[src/verilog/blackjack_params.svh]
// game limits shared by rtl and tb; the tap mask in card_lfsr assumes BJ_SEED_W is 16
`ifndef BLACKJACK_PARAMS_SVH
`define BLACKJACK_PARAMS_SVH

// ------------------------------
// hand limits
// ------------------------------

// cards one hand may hold
`define BJ_MAX_CARDS 9

// totals above this are a bust
`define BJ_BUST_LIMIT 21

// dealer keeps drawing below this total
`define BJ_DEALER_STAND 17

// ------------------------------
// card source
// ------------------------------

`define BJ_SEED_W 16

// loaded instead of an all-zero seed, which would lock the register
`define BJ_DEFAULT_SEED 16'hACE1

`endif

[src/verilog/blackjack_pkg.sv]
// types for the round controller; widths assume at most 9 cards of at most 11 points each
package blackjack_pkg;

    typedef logic [3:0] card_t;  // rank 1..13
    typedef logic [6:0] total_t; // hand total, raw or soft-adjusted
    typedef logic [3:0] count_t; // cards in a hand

    // round outcome as seen on the top-level ports
    typedef enum logic [1:0] {
        result_none   = 2'd0,
        result_player = 2'd1,
        result_dealer = 2'd2,
        result_draw   = 2'd3
    } result_t;

    typedef enum logic [3:0] {
        st_idle         = 4'd0,
        st_deal_p1      = 4'd1,
        st_deal_d1      = 4'd2,
        st_deal_p2      = 4'd3,
        st_player_turn  = 4'd4,
        st_player_draw  = 4'd5,
        st_player_check = 4'd6,
        st_dealer_draw  = 4'd7,
        st_dealer_check = 4'd8,
        st_compare      = 4'd9,
        st_done         = 4'd10
    } game_state_t;

endpackage

[src/verilog/card_lfsr.sv]
// cards are not drawn from a real deck: ranks repeat freely and 1..3 are slightly more likely
`timescale 1ns/1ps
`include "blackjack_params.svh"

module card_lfsr import blackjack_pkg::*; (
    input  logic                  clk,
    input  logic                  rst,
    input  logic                  load,  // reseed at round start
    input  logic [`BJ_SEED_W-1:0] seed,
    input  logic                  step,  // one draw taken this cycle
    output card_t                 card
);

    // right-shifting galois form, 16-bit maximal length
    localparam logic [`BJ_SEED_W-1:0] tap_mask = 16'hB400;

    logic [`BJ_SEED_W-1:0] lfsr_q;
    logic [`BJ_SEED_W-1:0] lfsr_nxt;
    logic [`BJ_SEED_W-1:0] seed_eff;
    logic [3:0]            low_bits;

    // ------------------------------
    // register update
    // ------------------------------

    assign seed_eff = (seed == '0) ? `BJ_DEFAULT_SEED : seed;
    assign lfsr_nxt = (lfsr_q >> 1) ^ (lfsr_q[0] ? tap_mask : '0);

    always_ff @(posedge clk) begin
        if (rst) begin
            lfsr_q <= `BJ_DEFAULT_SEED;
        end else if (load) begin
            lfsr_q <= seed_eff; // load beats step
        end else if (step) begin
            lfsr_q <= lfsr_nxt;
        end
    end

    // ------------------------------
    // rank mapping
    // ------------------------------

    assign low_bits = lfsr_q[3:0];

    // 0..12 -> 1..13, 13..15 fold back onto 1..3
    always_comb begin
        if (low_bits < 4'd13) begin
            card = card_t'(low_bits + 4'd1);
        end else begin
            card = card_t'(low_bits - 4'd12);
        end
    end

endmodule

[src/verilog/hand_scorer.sv]
// one hand only; cards offered while full are dropped, and clear wins over add in the same cycle
`timescale 1ns/1ps
`include "blackjack_params.svh"

module hand_scorer import blackjack_pkg::*; (
    input  logic   clk,
    input  logic   rst,
    input  logic   clear,  // new round
    input  logic   add,    // card strobe for this hand
    input  card_t  card,
    output total_t total,
    output count_t count,
    output logic   full
);

    localparam total_t ace_bonus = total_t'(10); // ace raised from 1 to 11

    total_t raw_sum;   // aces as 1, faces as 10
    total_t card_pts;
    total_t raised_sum;
    logic   has_ace;
    logic   is_ace;

    // ------------------------------
    // card points
    // ------------------------------

    assign is_ace = (card == card_t'(1));

    always_comb begin
        if (card > card_t'(10)) begin
            card_pts = total_t'(10); // jack, queen, king
        end else begin
            card_pts = total_t'(card);
        end
    end

    // ------------------------------
    // accumulation
    // ------------------------------

    always_ff @(posedge clk) begin
        if (rst || clear) begin
            raw_sum <= '0;
            has_ace <= 1'b0;
            count   <= '0;
        end else if (add && !full) begin
            raw_sum <= raw_sum + card_pts;
            count   <= count + count_t'(1);
            if (is_ace) begin
                has_ace <= 1'b1;
            end
        end
    end

    // ------------------------------
    // soft ace adjust
    // ------------------------------

    // only one ace can ever count 11 without busting
    assign raised_sum = raw_sum + ace_bonus;

    always_comb begin
        if (has_ace && (raised_sum <= total_t'(`BJ_BUST_LIMIT))) begin
            total = raised_sum;
        end else begin
            total = raw_sum;
        end
    end

    assign full = (count >= count_t'(`BJ_MAX_CARDS));

endmodule

[src/verilog/game_fsm.sv]
// one player against an automatic dealer; pulses outside the accepting states are dropped
`timescale 1ns/1ps
`include "blackjack_params.svh"

module game_fsm import blackjack_pkg::*; (
    input  logic    clk,
    input  logic    rst,
    input  logic    start,
    input  logic    hit,
    input  logic    stand,
    input  total_t  player_total,
    input  total_t  dealer_total,
    input  logic    player_full,
    input  logic    dealer_full,
    output logic    clear_hands,
    output logic    reseed,
    output logic    draw,
    output logic    to_dealer,
    output logic    player_turn,
    output result_t result,
    output logic    result_valid
);

    game_state_t state;
    game_state_t state_nxt;
    result_t     result_nxt;
    result_t     final_result;
    logic        result_valid_nxt;
    logic        round_start;
    logic        player_bust;
    logic        dealer_bust;
    logic        dealer_wants;

    // ------------------------------
    // status from the hands
    // ------------------------------

    assign round_start  = start && ((state == st_idle) || (state == st_done));
    assign player_bust  = (player_total > total_t'(`BJ_BUST_LIMIT));
    assign dealer_bust  = (dealer_total > total_t'(`BJ_BUST_LIMIT));
    assign dealer_wants = (dealer_total < total_t'(`BJ_DEALER_STAND)) && !dealer_full;

    // outcome after the dealer has finished
    always_comb begin
        if (dealer_bust) begin
            final_result = result_player;
        end else if (player_total > dealer_total) begin
            final_result = result_player;
        end else if (player_total == dealer_total) begin
            final_result = result_draw;
        end else begin
            final_result = result_dealer;
        end
    end

    // ------------------------------
    // state and result registers
    // ------------------------------

    always_ff @(posedge clk) begin
        if (rst) begin
            state        <= st_idle;
            result       <= result_none;
            result_valid <= 1'b0;
        end else begin
            state        <= state_nxt;
            result       <= result_nxt;
            result_valid <= result_valid_nxt;
        end
    end

    // ------------------------------
    // next state
    // ------------------------------

    always_comb begin
        state_nxt        = state;
        result_nxt       = result;
        result_valid_nxt = result_valid;
        case (state)
            st_idle, st_done: begin
                if (start) begin
                    state_nxt        = st_deal_p1;
                    result_nxt       = result_none; // old result dropped here
                    result_valid_nxt = 1'b0;
                end
            end
            st_deal_p1: state_nxt = st_deal_d1;
            st_deal_d1: state_nxt = st_deal_p2;
            st_deal_p2: state_nxt = st_player_turn;
            st_player_turn: begin
                if (hit && !player_full) begin // hit wins a tie with stand
                    state_nxt = st_player_draw;
                end else if (stand) begin
                    state_nxt = st_dealer_draw;
                end
            end
            st_player_draw: state_nxt = st_player_check;
            st_player_check: begin
                // total already includes the card from the draw state
                if (player_bust) begin
                    state_nxt        = st_done;
                    result_nxt       = result_dealer;
                    result_valid_nxt = 1'b1;
                end else begin
                    state_nxt = st_player_turn;
                end
            end
            st_dealer_draw: begin
                if (dealer_wants) begin
                    state_nxt = st_dealer_check;
                end else begin
                    state_nxt = st_compare;
                end
            end
            st_dealer_check: begin
                if (dealer_wants) begin
                    state_nxt = st_dealer_draw;
                end else begin
                    state_nxt = st_compare; // stands or busted
                end
            end
            st_compare: begin
                state_nxt        = st_done;
                result_nxt       = final_result;
                result_valid_nxt = 1'b1;
            end
            default: state_nxt = st_idle;
        endcase
    end

    // ------------------------------
    // card strobes
    // ------------------------------

    always_comb begin
        draw      = 1'b0;
        to_dealer = 1'b0;
        case (state)
            st_deal_p1, st_deal_p2, st_player_draw: begin
                draw = 1'b1;
            end
            st_deal_d1: begin
                draw      = 1'b1;
                to_dealer = 1'b1;
            end
            st_dealer_draw: begin
                draw      = dealer_wants; // may fall straight through to compare
                to_dealer = dealer_wants;
            end
            default: begin
            end
        endcase
    end

    assign player_turn = (state == st_player_turn);
    assign clear_hands = round_start;
    assign reseed      = round_start; // same edge as the hand clear

endmodule

[src/verilog/blackjack_top.sv]
// start/hit/stand are single-cycle pulses with no handshake; card_valid is the only card strobe
`timescale 1ns/1ps
`include "blackjack_params.svh"

module blackjack_top import blackjack_pkg::*; (
    input  logic                  clk,
    input  logic                  rst,
    input  logic                  start,
    input  logic                  hit,
    input  logic                  stand,
    input  logic [`BJ_SEED_W-1:0] seed,
    output logic                  card_valid,
    output card_t                 card_value,
    output logic                  card_to_dealer,
    output total_t                player_total,
    output total_t                dealer_total,
    output logic                  player_turn,
    output result_t               result,
    output logic                  result_valid
);

    logic  clear_hands;
    logic  reseed;
    logic  draw;
    logic  to_dealer;
    logic  player_full;
    logic  dealer_full;
    logic  player_add;
    logic  dealer_add;
    card_t card;

    // ------------------------------
    // card routing
    // ------------------------------

    assign player_add     = draw && !to_dealer;
    assign dealer_add     = draw && to_dealer;
    assign card_valid     = draw;
    assign card_value     = card;
    assign card_to_dealer = to_dealer;

    card_lfsr lfsr_i (
        .clk  (clk),
        .rst  (rst),
        .load (reseed),
        .seed (seed),
        .step (draw),   // advances on every card dealt
        .card (card)
    );

    hand_scorer player_hand_i (
        .clk   (clk),
        .rst   (rst),
        .clear (clear_hands),
        .add   (player_add),
        .card  (card),
        .total (player_total),
        .count (),
        .full  (player_full)
    );

    hand_scorer dealer_hand_i (
        .clk   (clk),
        .rst   (rst),
        .clear (clear_hands),
        .add   (dealer_add),
        .card  (card),
        .total (dealer_total),
        .count (),
        .full  (dealer_full)
    );

    game_fsm fsm_i (
        .clk          (clk),
        .rst          (rst),
        .start        (start),
        .hit          (hit),
        .stand        (stand),
        .player_total (player_total),
        .dealer_total (dealer_total),
        .player_full  (player_full),
        .dealer_full  (dealer_full),
        .clear_hands  (clear_hands),
        .reseed       (reseed),
        .draw         (draw),
        .to_dealer    (to_dealer),
        .player_turn  (player_turn),
        .result       (result),
        .result_valid (result_valid)
    );

endmodule

[config.mk]
export PLATFORM = sky130hd
export DESIGN_NAME = blackjack_top
export DESIGN_NICKNAME = d
export VERILOG_FILES = /design/src/verilog/blackjack_pkg.sv /design/src/verilog/card_lfsr.sv /design/src/verilog/hand_scorer.sv /design/src/verilog/game_fsm.sv /design/src/verilog/blackjack_top.sv
export VERILOG_INCLUDE_DIRS = /design/src /design/src/verilog
export SDC_FILE = /design/constraint.sdc
export NUM_CORES = 1
export LEC_CHECK = 0
export ABC_AREA = 1
export BUFFER_PORTS_ARGS = -buffer_cell sky130_fd_sc_hd__clkbuf_2
export CAP_MARGIN = 20
export CELL_PAD_IN_SITES_DETAIL_PLACEMENT = 1
export CELL_PAD_IN_SITES_GLOBAL_PLACEMENT = 2
export CORE_MARGIN = 2
export CORE_UTILIZATION = 35
export DETAILED_ROUTE_END_ITERATION = 12
export HOLD_SLACK_MARGIN = 0.15
export MAX_ROUTING_LAYER = met4
export PLACE_DENSITY_LB_ADDON = 0.1
export SLEW_MARGIN = 5
export SYNTH_ARGS = -nofsm -noshare
export SYNTH_HDL_FRONTEND = slang
export SYNTH_SLANG_ARGS = --single-unit
[constraint.sdc]
create_clock -name clk -period 5.4 [get_ports clk]
set_input_delay 0.27 -clock clk [delete_from_list [all_inputs] [get_ports clk]]
set_output_delay 0.27 -clock clk [all_outputs]
set_load 0.02 [all_outputs]
After elaboration in Yosys (flattened, before gate mapping)
Index checks and enable logic that the tools add are counted.
Widths: inputs -> output; s select.
- register bits: 47
- input port bits: 21
- logic and storage cells: 94
- $add $sub $neg: 8
- order comparisons: 10
- equal/unequal tests: 15
- mux-type cells: 26
- bitwise operators: 1
- reduce and logical (&&, ||, !) cells: 24
- operators with widths (cell ; number):
    $mux 16 ; 4
    $pmux 4 s10 ; 1
    $mux 4 ; 7
    $eq 4x3->1 const B ; 4
    $logic_not 16->1 ; 1
    $xor 15x16->16 ; 1
    $add 7x4->7 const B ; 2
    $gt 7x5->1 const B ; 2
    $le 7x5->1 const B ; 2
    $mux 7 ; 2
    $add 4x1->4 const B ; 3
    $eq 4x4->1 const B ; 3
    $logic_and 1x1->1 ; 9
    $eq 4x1->1 const B ; 2
    $eq 4x2->1 const B ; 2
    $ge 4x4->1 const B ; 2
    $mux 2 ; 4
    $add 7x4->7 ; 1
    $add 7x7->7 ; 1
    $eq 7x7->1 ; 1
    $gt 7x7->1 ; 1
    $lt 7x5->1 const B ; 1
    $pmux 2 s3 ; 1
    $reduce_and 2->1 ; 3
    17 further kinds ; 24

Logic depth before layout (Yosys ltp)
- depth in word-level cells: 11
- depth in mapped cells: 22

By module
From an unflattened synthesis, not the netlist that was laid out.
- cell total of the unflattened synthesis: 601
- area, all modules: 3842.4 um^2
- by module, submodules not included (module ; times used ; cells each ; area an instance (um^2) ; sequential area each (um^2)):
    hand_scorer ; 2 ; 153 ; 1011.0 ; 240.2
    card_lfsr ; 1 ; 148 ; 978.4 ; 320.3
    game_fsm ; 1 ; 143 ; 824.5 ; 140.1
    blackjack_top ; 1 ; 4 ; 17.5 ; 0.0

Worst setup path before layout
No wires, ideal clock.
- path kind: flip-flop to flip-flop
- start: register lfsr_i.lfsr_q[0]
- end: register player_hand_i.raw_sum[4]
- setup time: 0.070 ns
- data arrival time: 3.089 ns
- data required time: 5.330 ns
- slack: 2.241 ns
- cell stages (with the launch flop): 16
- path buffers: 1
- cell sequence: dfxtp_1 > clkbuf_1 > inv_1 > ha_1 > inv_1 > nand2_1 > o21ai_0 > nor2_1 > nor2_1 > nor2_1 > ha_1 > fa_1 > nand3_1 > a21oi_1 > or2_2 > a21oi_1
- longest elaborated chain between the ends: 5
- elaborated cells between the ends (all ways): 7
- ends and longest elaborated chain (element ; line ; RTL):
    from (decl) ; card_lfsr.sv:17 ; logic [`BJ_SEED_W-1:0] lfsr_q;
    from (signal assigned) ; card_lfsr.sv:31 ; lfsr_q <= `BJ_DEFAULT_SEED;
    from (signal assigned) ; card_lfsr.sv:35 ; lfsr_q <= lfsr_nxt;
    $sub 4x4->4, or another cell as far along ; card_lfsr.sv:50 ; card = card_t'(low_bits - 4'd12);
    $mux 4 (*) ; card_lfsr.sv:47 ; if (low_bits < 4'd13) begin
    named net card_value[1] ; blackjack_top.sv:13 ; output card_t card_value,
    $gt 4x4->1 ; hand_scorer.sv:31 ; if (card > card_t'(10)) begin
    $mux 4 (*) ; hand_scorer.sv:31 ;
    $add 7x7->7 (*) ; hand_scorer.sv:48 ; raw_sum <= raw_sum + card_pts;
    to (signal assigned) ; hand_scorer.sv:48 ;
    to (decl) ; hand_scorer.sv:18 ; total_t raw_sum;
The timed path passes the listed nets; every way through them passes the cells marked *.
A chain may end at the register's enable or synchronous reset.

Final worst setup path
- start: register dealer_hand_i.raw_sum[1]
- end: output card_to_dealer
- longest elaborated chain between the ends: 7
- ends and longest elaborated chain (element ; line ; RTL):
    from (decl) ; hand_scorer.sv:18 ;
    from (signal assigned) ; hand_scorer.sv:48 ;
    $add 7x4->7 ; hand_scorer.sv:61 ; assign raised_sum = raw_sum + ace_bonus;
    $le 7x5->1 ; hand_scorer.sv:64 ; if (has_ace && (raised_sum <= total_t'(`BJ_BUST_LIMIT))) begin
    $logic_and 1x1->1 ; hand_scorer.sv:64 ;
    $mux 7 (*) ; hand_scorer.sv:64 ;
    $lt 7x5->1 (*) ; game_fsm.sv:41 ; assign dealer_wants = (dealer_total < total_t'(`BJ_DEALER_STAND)) && !dealer_full;
    $logic_and 1x1->1 (*) ; game_fsm.sv:41 ;
    $pmux 1 s2 (*) ; game_fsm.sv:139 ; case (state)
    to (decl) ; blackjack_top.sv:14 ; output logic card_to_dealer,
Mark *: on every way between the ends. The rest lies on a longest branch, timed or not.

==> impl_metrics.py <==
metrics = {
    "run_status": {
        "outcome": "completed",
    },
    "place": {
        "dpl.cell_count": 715,
        "hpwlAfterDp_um": 8224,
        "port_buffers": 44,
        "place_congestion": 0.7948,
        "dpl_worst_slack_ns": 2.204,
    },
    "worst_setup_path": {
        "crit_path_max_fanout": 16,
        "cpMostUsedCell": "sky130_fd_sc_hd__nand2_1",
        "crit_chain": "inv_1, ha_1, nand3b_1, nand2_1, nand2_1, nand2_2, nand3_4, nand2_2, nand2_2, nand2_1, nand2_1, nor2_4, nand3_4, nand2_4, clkbuf_2",
        "cpMaxStageDelayCell": "sky130_fd_sc_hd__dfxtp_1",
        "critical_path.endpoint_type": "output pin",
        "critPathKind": "flop to output pin",
        "cpPeakStageDelay_ns": 0.55,
        "cp.required_ns": 5.13,
        "critical_path.startpoint_type": "flop",
        "worst_ep_arrival_time_ns": 2.95,
        "worst-r2r-setup-slack_ns": 2.21,
    },
    "sta": {
        "timing.final.max_slew_violations": 0,
        "maxClockFrequency_ghz": 0.3109,
        "post-route-min-period_ns": 3.216,
        "final.setup_skew_ns": 0.006897,
        "final_min_period_over_clock_period": 0.5955,
        "grt_setup_unrepaired": "no",
        "hold_viol": 0,
        "setup_total_negative_slack_ns": 0,
        "setup_viol_count_final": 0,
        "setup_ws_ns": 2.184,
        "tightestPinTransition_ns": 0.8188,
        "max-slew-margin-rel": 0.4491,
    },
    "min_path": {
        "min-delay-path-class": "primary input to flop",
    },
    "clock_tree": {
        "ctsLongestPathBuffers": 2,
        "cts_setup_buffers": 0,
        "cts_resized": 0,
        "tritoncts": "yes",
        "cts_htree_levels": 2,
        "ctsHoldBuffers": 0,
        "sinks_on_clock_net": 47,
        "cts-root-buf": "sky130_fd_sc_hd__clkbuf_8",
        "clk_pin_slew_ns": 0.10,
        "clk-insertion-delay-late_ns": 0.31,
        "cts-buffers-inserted": 5,
    },
    "die": {
        "start_util": 0.3589,
        "core_area_sq_mm": 0.01028,
        "placementRows": 37,
        "die_height_um": 106.7,
        "ioPinCount": 45,
        "die-area_sq_mm": 0.01138,
        "die_width_um": 106.7,
    },
    "logic_synthesis": {
        "post_synthesis_sequential_area_ratio": 0.2551,
        "multiplexer_share_of_the_synthesized_area": 0.002714,
        "post_synth_xor_area_fraction": 0.03324,
        "synth.net_count": 603,
        "synth_top_family_by_area": "simple AND/OR/NAND/NOR gates",
        "number_of_distinct_standard_cells_referenced_by_the_synthesized_netlist": 41,
        "synthSimpleGateAreaFrac": 0.3599,
        "synth_top_flop_cell": "sky130_fd_sc_hd__dfxtp_1",
        "yosys_warnings": 0,
        "synth_area_per_cell_sq_um": 6.706,
        "synth_compound_gate_area_share": 0.1245,
        "syn-instance-count": 550,
        "ff_latch_count_synth": 47,
        "synth-adder-area-share": 0.1126,
        "synth_enable_flop_cells": 0,
        "post_synth_instance_area_sq_mm": 0.003689,
        "proportion_of_register_bits_with_asynchronous_set_or_reset_after_synthesis": 0,
    },
    "cells_and_area": {
        "fill_cells": 1368,
        "num_antenna_cells": 0,
        "layout_cells_excl_fill": 723,
        "post_route_cells_drive_above_1_share": 0.1772,
        "finish.net_count": 639,
        "footprint_of_the_multi_input_gates_sq_mm": 0.002335,
        "layout.area.seq_sq_um": 940.9,
        "layout.core_utilization": 0.3982,
        "syn_to_final_growth_pct": 10.96,
    },
    "flow_run": {
        "max_cap_violations": 0,
    },
    "global_route": {
        "grt_pass1_vias": 3514,
        "global_route.overflow_total": 0,
        "global_route_wire_length_before_repair_um": 17140,
        "initial_antenna_violation_count": 0,
        "pin_count_of_the_biggest_net_entering_global_routing": 26,
        "grt.total_usage": 0.1932,
    },
    "routing": {
        "final_antenna_net_count": 0,
        "avgViaCountPerCell": 4.876,
        "detail_route.drc_violations": 0,
        "drt_pass1_iterations": 4,
        "route.vias.total": 3525,
        "routedWlPerCell_um": 14.15,
        "drt_iter0_markers": 101,
        "drt-total-wl_um": 10230,
    },
    "pwr": {
        "power.ir.vdd_worst_v": 0.0002550,
        "power_leakage_nw": 2.000,
        "pwr_density_cell_mw_per_mm2": 418.9,
        "finalPower_w": 0.001714,
    },
}
-- critical path: cells and delay by family, from the launching register on --
kind / cells / cell delay, ns
adder cells (fa/ha/maj): 1 / 0.32
AND/OR/NAND/NOR: 12 / 1.39
flip-flops: 1 / 0.55
buffers and inverters: 2 / 0.35
-- sequential cells by signal, indices dropped and copies added, names as in the netlist, 2 cells and up --
| signal | count |
|---|---|
| fsm_i.result | 2 |
| fsm_i.state | 4 |
| lfsr_i.lfsr_q | 16 |
| player_hand_i.raw_sum | 7 |
| dealer_hand_i.raw_sum | 7 |
| player_hand_i.count | 4 |
| dealer_hand_i.count | 4 |
-- placed cells by master (no fill, tap or decap), drive strengths merged, types with 6 or more instances in the layout --
cell    synthesis  routed
a21oi          38      38
clkbuf          5      50
dfxtp          47      47
ha             30      30
inv            78      78
nand2         143     143
nand3          50      50
nand4           7       7
nor2           63      63
o21ai          32      32
or2             6       6
xor2           11      11
-- layout make-up --
| type | instances | share of cell area |
|---|---|---|
| Multi-Input combinational cell | 407 | 0.5705 |
| Timing Repair Buffer | 45 | 0.05564 |
| Clock inverter | 2 | 0.008560 |
| Sequential cell | 47 | 0.2299 |
| Inverter | 80 | 0.07368 |
| Tap cell | 136 | 0.04158 |
| Clock buffer | 6 | 0.02018 |
-- logic make-up (layout without fill, tap and decap cells) --
kind of cell | Yosys count | in the layout
AND/OR/NAND/NOR | 279 | 279
XOR/XNOR | 14 | 14
AO/OA/AOI/OAI | 81 | 81
flip-flops | 47 | 47
buffers and inverters | 96 | 133
adder cells (fa/ha/maj) | 32 | 32
multiplexers | 1 | 1
-- metal layers --
| layer | part of all wire | vias to the layer above | wire length [um] | track usage |
|---|---|---|---|---|
| li1 | - | 1826 | - | - |
| met1 | 0.47 | 1645 | 4811 | 0.2377 |
| met2 | 0.48 | 46 | 4944 | 0.3399 |
| met3 | 0.038 | 8 | 384 | 0.02736 |
| met4 | 0.0085 | 0 | 87 | 0.03711 |
| met5 | 0 | - | 0 | - |
-- metrics by stage --
stage | instance area [sq um] | hold slack, ns
2_1_floorplan | 3689 | 0.3391
3_3_place_gp | 3975 | 0.4438
3_5_place_dp | 3975 | 0.4517
4_1_cts | 4093 | 0.1927
5_1_grt | 4093 | 0.2173
6_report | 4093 | 0.2063
-- report_power, final --
part	internal, W	total [W]	switching (W)	leakage, nW
Combinational	0.000316	0.000920	0.000604	1.55
Clock	0.000150	0.000284	0.000134	0.0612
Sequential	0.000427	0.000510	0.0000825	0.385
Total	0.000894	0.00171	0.000821	2.00
-- worst paths after layout --
path / start / depth (start not counted) / to
setup / recovery: dealer_hand_i.raw_sum[1]$_SDFFE_PP0P_ / 15 / card_to_dealer
hold / removal: rst / 2 / fsm_i.result[0]$_SDFFE_PP0P_
hold reg to reg: dealer_hand_i.count[3]$_SDFFE_PP0P_ / 2 / dealer_hand_i.count[3]$_SDFFE_PP0P_
setup reg to reg: lfsr_i.lfsr_q[0]$_SDFFE_PP1P_ / 16 / dealer_hand_i.raw_sum[5]$_SDFFE_PP0P_
-- synthesized netlist by cell type, types with 4 or more instances --
| library cell | count | area (sq um) |
|---|---|---|
| sky130_fd_sc_hd__nand4_1 | 7 | 43.79 |
| sky130_fd_sc_hd__clkbuf_1 | 5 | 18.77 |
| sky130_fd_sc_hd__nand2_1 | 128 | 480.5 |
| sky130_fd_sc_hd__dfxtp_1 | 47 | 940.9 |
| sky130_fd_sc_hd__a21oi_1 | 30 | 150.1 |
| sky130_fd_sc_hd__buf_2 | 4 | 20.02 |
| sky130_fd_sc_hd__inv_2 | 4 | 15.01 |
| sky130_fd_sc_hd__nand2_2 | 12 | 75.07 |
| sky130_fd_sc_hd__o21ai_1 | 8 | 40.04 |
| sky130_fd_sc_hd__or2_2 | 6 | 37.54 |
| sky130_fd_sc_hd__o21ai_0 | 24 | 120.1 |
| sky130_fd_sc_hd__buf_4 | 4 | 30.03 |
| sky130_fd_sc_hd__nand3_2 | 10 | 100.1 |
| sky130_fd_sc_hd__inv_1 | 74 | 277.8 |
| sky130_fd_sc_hd__ha_1 | 30 | 375.4 |
| sky130_fd_sc_hd__xor2_1 | 11 | 96.34 |
| sky130_fd_sc_hd__nand3_1 | 37 | 185.2 |
| sky130_fd_sc_hd__a21oi_2 | 8 | 70.07 |
| sky130_fd_sc_hd__nor2_1 | 59 | 221.5 |
(Power assumes the default switching activity.)
